[config.mk]
export PLATFORM = sky130hd
export DESIGN_NAME = clock_enables
export DESIGN_NICKNAME = d
export VERILOG_FILES = /design/src/verilog/clock_enables.sv
export SDC_FILE = /design/constraint.sdc
export NUM_CORES = 1
export LEC_CHECK = 0
export BUFFER_PORTS_ARGS = -buffer_cell sky130_fd_sc_hd__buf_4
export CELL_PAD_IN_SITES_DETAIL_PLACEMENT = 0
export CELL_PAD_IN_SITES_GLOBAL_PLACEMENT = 1
export CORE_AREA = 2 2 39 41
export DETAILED_ROUTE_END_ITERATION = 7
export DIE_AREA = 0 0 41 43
export PLACE_DENSITY = 0.47
export SETUP_SLACK_MARGIN = 0.3
export SYNTH_ARGS = -nofsm -noshare
export SYNTH_HDL_FRONTEND = slang
export SYNTH_SLANG_ARGS = --single-unit
export TNS_END_PERCENT = 5
[constraint.sdc]
create_clock -name CLK32M_I -period 1.4 [get_ports CLK32M_I]
set_input_delay 0.42 -clock CLK32M_I [delete_from_list [all_inputs] [get_ports CLK32M_I]]
set_output_delay 0.42 -clock CLK32M_I [all_outputs]
set_load 0.01 [all_outputs]
[src/verilog/clock_enables.sv]
`timescale 1ns/1ps

module clock_enables
#(
	parameter int CPU_DIV_LOG2 = 4
)
(
	input  logic CLK32M_I,
	input  logic rst_n,
	input  logic slow_access,
	output logic mhz4_clken,
	output logic mhz1_clken,
	output logic cpu_clken
);

	localparam int CNT_W = CPU_DIV_LOG2 + 1;

	logic [CNT_W-1:0] count;
	logic             mhz2_clken;

	// Free-running divider, restarting at 1 so no strobe shows in reset
	always_ff @(posedge CLK32M_I)
	begin
		if (!rst_n)
			count <= {{(CNT_W-1){1'b0}}, 1'b1};
		else
			count <= count + 1'b1;
	end

	assign mhz4_clken = (count[CPU_DIV_LOG2-2:0] == '0);
	assign mhz2_clken = (count[CPU_DIV_LOG2-1:0] == '0);
	assign mhz1_clken = (count == '0);

	// 1 MHz devices only see a strobe on the 1 MHz phase,
	// so a slow cycle ends on the next mhz1 strobe
	assign cpu_clken = mhz2_clken && (!slow_access || mhz1_clken);

	// 1 MHz phase sits on a 4 MHz strobe that came round a 4 MHz period earlier
	a_phase_nesting: assert property
		(@(posedge CLK32M_I) disable iff (!rst_n)
			mhz1_clken |-> mhz4_clken && $past(mhz4_clken, 2 ** (CPU_DIV_LOG2 - 1)))
		else $error("1 MHz strobe outside 4 MHz phase");

	// Slow cycles end one 2 MHz period after the odd 2 MHz strobe
	a_slow_stretch: assert property
		(@(posedge CLK32M_I) disable iff (!rst_n)
			(cpu_clken && slow_access) |->
				$past(mhz2_clken && !mhz1_clken, 2 ** CPU_DIV_LOG2))
		else $error("CPU strobe ended a slow cycle off the 1 MHz phase");

endmodule

==> Word level (Yosys, flattened, before mapping) <==
Index checks and enable logic that the tools add are counted.
{ "totals": {"regBits": 5, "out_inout_bits": 3, "inputBits": 3, "wordCells": 8} }
{ "classes": {"n_reduce_logical": 6, "n_addsub": 1} }
{ "ops": {"columns": ["operator", "n"], "rows": [
  ["$add A5 B1 Y5 const B", 1],
  ["$logic_not A5 Y1", 1],
  ["$logic_not A4 Y1", 1],
  ["$logic_not A3 Y1", 1],
  ["$logic_and A1 B1 Y1", 1],
  ["$logic_not A1 Y1", 1],
  ["$logic_or A1 B1 Y1", 1]
]} }

==> Depth between registers and ports, before layout <==
{ "depth": {"ltp_word": 3, "depth_mapped": 4, "depth_no_buf": 4} }

==> Least setup slack after synthesis <==
Ideal clock, no wire load.
{ "synth_path": {"path_type": "flip-flop to output port", "startpoint": "register count[0]", "endpoint": "output mhz1_clken", "stages_incl_launch_ff": 5, "t_required_ns": 0.980, "path_buffers": 0, "arrival_ns": 1.048, "path_slack_ns": -0.068, "path_cell_list": "dfxtp_1 -> inv_1 -> ha_1 -> or3b_4 -> nor2_1"} }
{ "synth_between": {"elab_chain_cells": 1} }
{ "synth_lines": {"columns": ["element", "line", "text"], "rows": [
  ["start, declared", "18", "logic [CNT_W-1:0] count;"],
  ["start signal, assigned", "25", "count <= {{(CNT_W-1){1'b0}}, 1'b1};"],
  ["start signal, assigned", "27", "count <= count + 1'b1;"],
  ["$logic_not A5 Y1", "32", "assign mhz1_clken = (count == '0);"],
  ["end, declared", "12", "output logic mhz1_clken,"]
]} }
No other way between the ends.

==> Final worst setup path <==
{ "layout_path": {"startpoint": "register count[0]", "endpoint": "output cpu_clken"} }
{ "layout_between": {"elab_chain_cells": 3, "elab_cells_between_ends": 4, "cone_classes": "4 x reduce/logical"} }
{ "layout_lines": {"columns": ["element", "line", "text"], "rows": [
  ["$logic_not A5 Y1", "32", null],
  ["$logic_or A1 B1 Y1", "36", "assign cpu_clken = mhz2_clken && (!slow_access || mhz1_clken);"],
  ["$logic_and A1 B1 Y1 (*)", "36", null],
  ["end, declared", "13", "output logic cpu_clken"]
]} }
Mark *: on every way between the ends. The rest lies on a longest branch, timed or not.

==> run summary <==
Yosys Warn Count - 0
register area - 103 um2
Vias per Instance - 3.91
crit start category - flop
worst hold-check slack - 395 ps
Post-synth top cells - dfxtp_1, nand2_1
TritonCTS clock tree - yes
worst r2r path cells - 4
Max Freq - 0.561 GHz
Post-Synthesis Net Count - 30
share of layout cells above drive strength 1 - 55.3%
diode count - 0
TNS Setup - -804 ps
critical path type - reg -> out
num rows - 14
Cell Pwr Density - 1100 nW/um2
Hold Crit Class - in -> reg
via count - 211
Slew headroom - 86.8%
Seq cells post-synth - 5
Core ar. - 1380 um2
Initial Utilization - 17.4%
cell taking the most area after synthesis - dfxtp_1
maximum capacitance violations - 0
first-pass GRT wire length - 765 um
Syn Inst Count - 25
run status - finished, violations left
DR WL/cell - 8.20 um
Port Buffers - 5
r2r setup slk - 340 ps
overall power - 0.426 mW
Iter 0 DRT Violations - 5
DRT Pass-1 Iters - 3
largest registers - count: 5 flops
GRT Residual Overflow - 0
Lkg Pwr - 0.188 nW
Total Routing Usage GR - 6.83%
Worst setup startpoint - count[0]$_SDFF_PN1_
placer's final routability congestion estimate - 0.655
Crit. End Element - output port
Setup WS post-layout - -383 ps
antenna viol nets, final - 0
Crit Path Max Fanout - 2
period utilisation layout - 127%
post-synthesis sequential area ratio - 41.7%
minimum clock period - 1780 ps
# fillers - 156
number of synthesized flops with an enable pin - 0
Cell Area, Synth - 240 um2
die width - 41 um
worst reg2reg path endpoint - count[2]$_SDFF_PN0_
Area Overhead vs Synth - 60.9%
Worst R2R Start - count[0]$_SDFF_PN1_
DP Area - 353 um2
clk slew on worst S/H paths - 40 ps
largest reg by FF count - count
# nets final - 44
Top FF cell, synth - dfxtp_1
VDD IR max - 0.000478 V
antenna violations before repair - 0
CP required - 980 ps
final instance area - 387 um2
largest net degree at the start of global routing - 8
RSZ-0062 raised after global routing - true
Area contributors post-synth - dfxtp_1, ha_1, mux2i_1
post-synth top area share - 41.7%
Final Setup Violations - 3
Post-route DRC - 0
clk_lat worst skew - 230 ps
max FFs per register - 5
Worst setup endpoint - cpu_clken
Unique masters post-synth - 13
H-tree level count - 1
area occupied by multi-input gates - 155 um2
Final Max Tran Viols - 0
HP Start - rst_n
skew final - 1.47 ps
vias in the first global route - 199
Clock Sinks - 5
die area - 1760 um2
failing checks - setup timing
Place WS - -145 ps
most frequent cell after synthesis - dfxtp_1
ys async rst share - 0%
hold path cells - 2
die height - 43 um
worst-margin pin slew - 197 ps
post-synthesis area per instance - 9.61 um2
Clock Tree Buf Depth - 2
final wirelength - 443 um
Ports - 6
Final Hold Fails - 0
TritonCTS buffer count - 3
CTS root buf - clkbuf_4
crit path DAT - 1360 ps
[what timing repair did]
action | 4_1_cts | 5_1_grt
hold buffers | 0 | 0
endpoints found under the setup margin | 3 | 3
gates resized for setup | 2 | 0
setup buffers | 0 | 0
pin swaps | 1 | 0
[how the worst min path moves through the flow]
stage                                     end  slack, ps
after floorplan           count[0]$_SDFF_PN1_        390
after global placement    count[0]$_SDFF_PN1_        510
after detailed placement  count[0]$_SDFF_PN1_        510
after CTS                 count[0]$_SDFF_PN1_        390
after global routing      count[0]$_SDFF_PN1_        390
final                     count[0]$_SDFF_PN1_        390
[metal layers]
metal / part of all wire (%) / wire (um) / vias to the layer above / track usage, %
li1: - / - / 105 / -
met1: 38 / 169 / 100 / 7.42
met2: 52 / 230 / 6 / 9.38
met3: 9.7 / 43 / 0 / 4.71
met4: 0 / 0 / 0 / 4.00
met5: 0 / 0 / - / 0
[power breakdown]
group          switching [mW]  internal (mW)
registers             0.00608          0.155
clock network          0.0559          0.108
logic                  0.0420         0.0596
[critical path, cell delays in order, from the launching register on]
cell and delay [ps]:
dfxtp_2 320, inv_2 60, ha_4 120, or3b_4 390, a21oi_4 120, buf_6 110
[stage by stage]
step	util, %	instances
floorplan	-	25
global placement	25.5	50
detailed placement	25.5	50
CTS	27.9	54
global route	27.9	54
finish	27.9	54
[cell families (layout without fill, tap and decap cells)]
kind of cell | after synthesis | after routing | share of synthesized area (%)
AO/OA/AOI/OAI | 1 | 1 | 3.65
XOR/XNOR | 1 | 1 | 3.65
adder cells (fa/ha/maj) | 2 | 2 | 10.4
buffers and inverters | 2 | 15 | 3.13
flip-flops | 5 | 5 | 41.7
multiplexers | 2 | 2 | 8.33
AND/OR/NAND/NOR | 12 | 12 | 29.2
[final cells by class]
cell class | count | share of cell area, %
inverter | 2 | 1.94
multi-input combinational | 18 | 40.1
clock buffer | 4 | 6.80
timing repair buffer | 9 | 19.4
sequential | 5 | 26.5
tap | 16 | 5.18
[cells in the final DEF (no fill, tap or decap)]
master	n
buf_6	2
ha_4	1
dfxtp_1	3
a21oi_4	1
and2b_2	1
ha_1	1
nor2_2	1
nand2b_1	2
nand3_1	2
or3b_4	1
clkbuf_4	3
xor2_1	1
inv_2	2
nand2_1	3
mux2i_1	2
clkbuf_1	1
buf_4	7
dfxtp_2	2
and2_1	2
Note: power is estimated with default switching activity, not from simulation.
