--- config.mk ---
export PLATFORM = sky130hd
export DESIGN_NAME = display_address
export DESIGN_NICKNAME = d
export VERILOG_FILES = /design/src/verilog/bbc_video_pkg.sv /design/src/verilog/display_address.sv
export SDC_FILE = /design/constraint.sdc
export NUM_CORES = 1
export LEC_CHECK = 0
export ABC_AREA = 1
export BUFFER_PORTS_ARGS = -buffer_cell sky130_fd_sc_hd__buf_4
export CELL_PAD_IN_SITES_DETAIL_PLACEMENT = 2
export CELL_PAD_IN_SITES_GLOBAL_PLACEMENT = 2
export CORE_MARGIN = 8
export CORE_UTILIZATION = 20
export DETAILED_ROUTE_END_ITERATION = 10
export PLACE_DENSITY = 0.83
export SLEW_MARGIN = 20
export SYNTH_ARGS = -nofsm -noshare
export SYNTH_HDL_FRONTEND = slang
export SYNTH_SLANG_ARGS = --single-unit
--- constraint.sdc ---
create_clock -name CLK32M_I -period 1.75 [get_ports CLK32M_I]
set_clock_uncertainty 0.2 [all_clocks]
set_input_delay 0.2625 -clock CLK32M_I [delete_from_list [all_inputs] [get_ports CLK32M_I]]
set_output_delay 0.2625 -clock CLK32M_I [all_outputs]
set_load 0.01 [all_outputs]
--- src/verilog/bbc_video_pkg.sv ---
package bbc_video_pkg;

	// Display RAM address and CRTC MA widths
	localparam int vid_addr_w = 15;
	localparam int crtc_ma_w = 14;

	// Screen wrap code, IC32 bits 5:4
	// Each value picks the constant added to MA[11:8] when MA[12] is set,
	// so the screen wraps back to its own start instead of past 0x8000
	typedef enum logic [1:0]
	{
		WRAP_MODE3   = 2'b00, // add 8, restart at 0x4000
		WRAP_MODE6   = 2'b01, // add 12, restart at 0x6000
		WRAP_MODE012 = 2'b10, // add 6, restart at 0x3000
		WRAP_MODE45  = 2'b11  // add 11, restart at 0x5800
	} wrap_mode_e;

endpackage

--- src/verilog/display_address.sv ---
`timescale 1ns/1ps

module display_address import bbc_video_pkg::*;
(
	input  logic                  CLK32M_I,
	input  logic                  rst_n,
	input  logic [crtc_ma_w-1:0]  crtc_ma,
	input  logic [2:0]            crtc_ra,
	input  wrap_mode_e            wrap_mode,
	output logic [vid_addr_w-1:0] vid_adr
);

	logic [3:0] wrap_add;
	logic [3:0] ma_hi;

	always_comb
	begin
		case (wrap_mode)
			WRAP_MODE3:   wrap_add = 4'd8;
			WRAP_MODE6:   wrap_add = 4'd12;
			WRAP_MODE012: wrap_add = 4'd6;
			default:      wrap_add = 4'd11;
		endcase
	end

	// MA12 flags an address past the end of RAM
	// the nibble sum wraps mod 16 back into the screen
	assign ma_hi = crtc_ma[12] ? (crtc_ma[11:8] + wrap_add) : crtc_ma[11:8];

	always_ff @(posedge CLK32M_I)
	begin
		if (!rst_n)
			vid_adr <= '0;
		else if (!crtc_ma[13])
			// Bitmap modes, 8 scan lines per character row
			vid_adr <= {ma_hi, crtc_ma[7:0], crtc_ra};
		else
			// Teletext, 1K screen at 0x3C00 or 0x7C00
			vid_adr <= {ma_hi[3], 4'b1111, crtc_ma[9:0]};
	end

endmodule

Word-level counts from Yosys, hierarchy flattened --
Cells that the tools add are included.
Word-level totals: memory bits (read-only) 0, memories 0, latch bits 0, memory bits (writable) 0, logic and storage cells 8, bits in registers 15
Operators by class: divide/modulo/power cells 0, bitwise gates (word level) 0, $add $sub $neg 1, reductions and logical operators 1, multipliers 0, mux-type cells 3, shift-type cells 0, magnitude comparators 0, equal/unequal tests 2
Operators by type and width (number):
- two-way mux 14 bit | 1
- one-hot mux 4 bit (3 select lines) | 1
- adder 4 bit | 1
- two-way mux 4 bit | 1
- == test 2 x 1 -> 1 bit (second input constant) | 1
- == test 2 bit (second input constant) | 1
- logical NOT 2 bit | 1

Longest topological paths before layout --
depth in word-level cells 5, gate-level depth with buffers 11, depth with buffers taken out 11

Worst setup path after synthesis --
Ideal clock, no wire load.
path type input-to-reg, start point in wrap_mode[0], end point reg vid_adr[13], arrival time 1420 ps, stages on the path 6, slack 12 ps, data required time 1432 ps, path through ha_1 -> or2_2 -> fa_1 -> xor2_1 -> nand2_1 -> a21oi_1
Between the ends: cells in the longest elaborated chain, start to end 5
Ends and longest elaborated chain:
- start: declaration | line display_address.sv:9 | input wrap_mode_e wrap_mode,
- == test 2 bit, or another cell as far along | line display_address.sv:18 | case (wrap_mode)
- one-hot mux 4 bit (3 select lines) * | line display_address.sv:18
- adder 4 bit * | line display_address.sv:28 | assign ma_hi = crtc_ma[12] ? (crtc_ma[11:8] + wrap_add) : crtc_ma[11:8];
- two-way mux 4 bit * | line display_address.sv:28
- two-way mux 14 bit * | line display_address.sv:34 | else if (!crtc_ma[13])
- end signal: assignment | line display_address.sv:36 | vid_adr <= {ma_hi, crtc_ma[7:0], crtc_ra};
- end signal: assignment | line display_address.sv:39 | vid_adr <= {ma_hi[3], 4'b1111, crtc_ma[9:0]};
- end: declaration | line display_address.sv:10 | output logic [vid_addr_w-1:0] vid_adr
Mark *: on every way between the ends. The rest lies on a longest branch, timed or not. A chain may end at the register's enable or synchronous reset.

Worst setup path in the final report --
start point in wrap_mode[0], end point reg vid_adr[12]
The elaborated chain is that of the path after synthesis.

==> summary.txt <==
Share of cells above drive strength 1: 31.1%
Hold Violations, Final: 0
Total Power: 775 uW
Final WS setup: 77.0 ps
Syn_area_per_cell: 7.48 um2
Worst min path class: in2reg
Core Util, Final: 32.0%
Fillcell total: 435
Antenna Nets Post-Route: 0
Yosys reg bits: 15
# setup viols final: 0
Placed instance area: 0.00103 mm2
H-tree Lvls: 1
Net Count, Synth: 122
Final std cells w/o fill: 181
CTS resizes: 0
Critical path's largest stage delay: 480 ps
DRT Pass-1 Iters: 2
Critical Path AT: 1660 ps
Initial antenna violation count: 0
Area of the multi-input gates: 344 um2
Seq/Total Area, Yosys: 42.7%
RSZ-0062 raised after global routing: false
Leading area contributor after synthesis: dfxtp_1
Via Count: 761
Largest register FFs: 15
DRC marker count from the first detailed-route iteration: 31
CP endpoint kind: flip-flop
Type of origin of the critical path: input port
Reg area: 300 um2
Worst VDD drop: 0.185 mV
Tot GR Track Use: 9.59%
Post-synth EDFFs: 0
Wire length of the first global-routing pass: 4030 um
Fin area: 0.00107 mm2
Largest family of logic cells by synthesized area: simple AND/OR/NAND/NOR gates
Post-DP HPWL: 2130 um
Starting density of the core: 20.9%
TNS Setup: 0 ps
Row cnt: 21
Sinks on Clock Net: 15
Synth Area in Adders: 13.5%
Hold depth: 3
Synth-to-Final Area Change: 52.8%
Dpl cells: 175
Kind of critical path: in2reg
Number of distinct library cells after synthesis: 16
Pin count of the biggest net entering global routing: 14
Hold_sp: crtc_ma[5]
CTS buffer count: 3
Chip Height: 75.3 um
Crit path time final: 1670 ps
Fin nets: 164
Hold path endpoint: vid_adr[8]$_SDFF_PN0_
Primary FF master, synth: dfxtp_1
Io pins: 36
Area share of the leading cell type in the synthesized netlist: 42.7%
Vias in the first global route: 890
PwrDens: 721 mW/mm2
Final WL: 2500 um
Hold WS: 18.7 ps
Total gr overflow: 0
Number of port buffers: 35
RePlAce Congestion: 0.893
CTS root buf: clkbuf_4
Worst EP required: 1730 ps
Post-Syn Instances: 94
Cells along the critical path: buf_4 -> ha_1 -> or2_2 -> fa_1 -> nand2_1 -> nand3_1 -> nand2_1 -> inv_1
Max Freq: 598 MHz
Crit-path max FO: 2
Die Area: 0.00567 mm2
WL/cell: 13.8 um
Clk buf depth: 2
Synth Area in Compound Gates: 9.25%
Slowest-stage cell, CP: fa_1
Synth Area in Simple Gates: 24.9%
Total core area: 0.00336 mm2
Pins over their slew limit: 0
Final worst path period share: 95.6%
Actual slew at the worst max-slew pin: 368 ps
Top cells by area, synth: dfxtp_1, nor2_1, ha_1, nand2_1, inv_1
Max Cap Viol: 0
Most frequent CP cell: nand2_1
Die Wd: 75.3 um
Post-synthesis xor/xnor area fraction: 1.25%
TritonCTS clock tree: done
Synthesis Warnings: 0
Biggest register: vid_adr
Clock-pin slew on the worst setup and hold paths: 90 ps
DRC violations left: 0
Biggest regs: vid_adr x15
Status: finished clean
Async set or reset register ratio after synthesis: 0%
Top-count cell post-synth: nor2_1
ANT cells: 0
DP Worst Slack: -241 ps
Leakage power: 0.575 nW
Commonest cells in the netlist: nor2_1, dfxtp_1, nand2_1
Vias per cell: 4.20
Slew margin rel.: 75.5%
Mapped Area: 703 um2
Mux share of post-synthesis cell area: 0%
==> final cells by class <==
| type | count | area share (%) |
|---|---|---|
| Sequential cell | 15 | 27.9 |
| Tap cell | 46 | 5.36 |
| Clock buffer | 4 | 2.44 |
| Multi-Input combinational cell | 65 | 32.0 |
| Timing Repair Buffer | 40 | 28.4 |
| Inverter | 11 | 3.84 |
==> worst max-delay path: cells and delay by family <==
family / cells / cell delay [ps]
buf+inv: 2 / 150
simple gates: 4 / 560
fa+ha+maj: 2 / 680
==> report_power, final <==
part	internal, mW	leakage, nW	switching, mW	total, mW
clock network	0.0884	0.0150	0.106	0.195
registers	0.367	0.126	0.00674	0.374
logic	0.105	0.435	0.102	0.207
total	0.560	0.575	0.215	0.775
==> cells in the final DEF, fill, tap and decap left out, drive strengths merged <==
cell and n:
ha 6, nand3 4, a21oi 3, dlygate4sd3 2, buf 38, inv 11
nand2 15, dfxtp 15, fa 1, nor2 23, o21ai 10, clkbuf 4
or2 2, xor2 1
==> what timing repair did <==
item / CTS / global route
buffers inserted: 0 / 0
hold buffers: 2 / 0
setup endpoints to repair: 0 / 0
endpoints found under the hold margin: 2 / 0
==> layer usage <==
metal / global-route usage (%) / part of all wire, % / vias up
met5: 0 / 0 / -
met4: 5.76 / 2.1 / 0
met3: 2.11 / 5.8 / 4
met2: 18.9 / 57 / 24
met1: 8.63 / 35 / 362
li1: - / - / 371
==> worst max path at each step <==
stage | to | slack (ps) | startpoint | cells after the start
6_report | vid_adr[12]$_SDFF_PN0_ | 80 | wrap_mode[0] | 8
5_1_grt | vid_adr[12]$_SDFF_PN0_ | 30 | wrap_mode[0] | 9
4_1_cts | vid_adr[12]$_SDFF_PN0_ | 70 | wrap_mode[0] | 8
3_5_place_dp | vid_adr[12]$_SDFF_PN0_ | -240 | wrap_mode[0] | 8
3_3_place_gp | vid_adr[12]$_SDFF_PN0_ | -130 | wrap_mode[0] | 8
2_1_floorplan | vid_adr[13]$_SDFF_PN0_ | 10 | wrap_mode[0] | 6
==> kinds of logic (layout without fill, tap and decap cells) <==
group / Yosys count / in the layout
and+or+nand+nor: 44 / 44
DFF: 15 / 15
buffers and inverters: 14 / 55
adders and majority gates: 7 / 7
xor gates and xnor gates: 1 / 1
AOI/OAI and AO/OA: 13 / 13
Power figures use the tool's default switching activity.
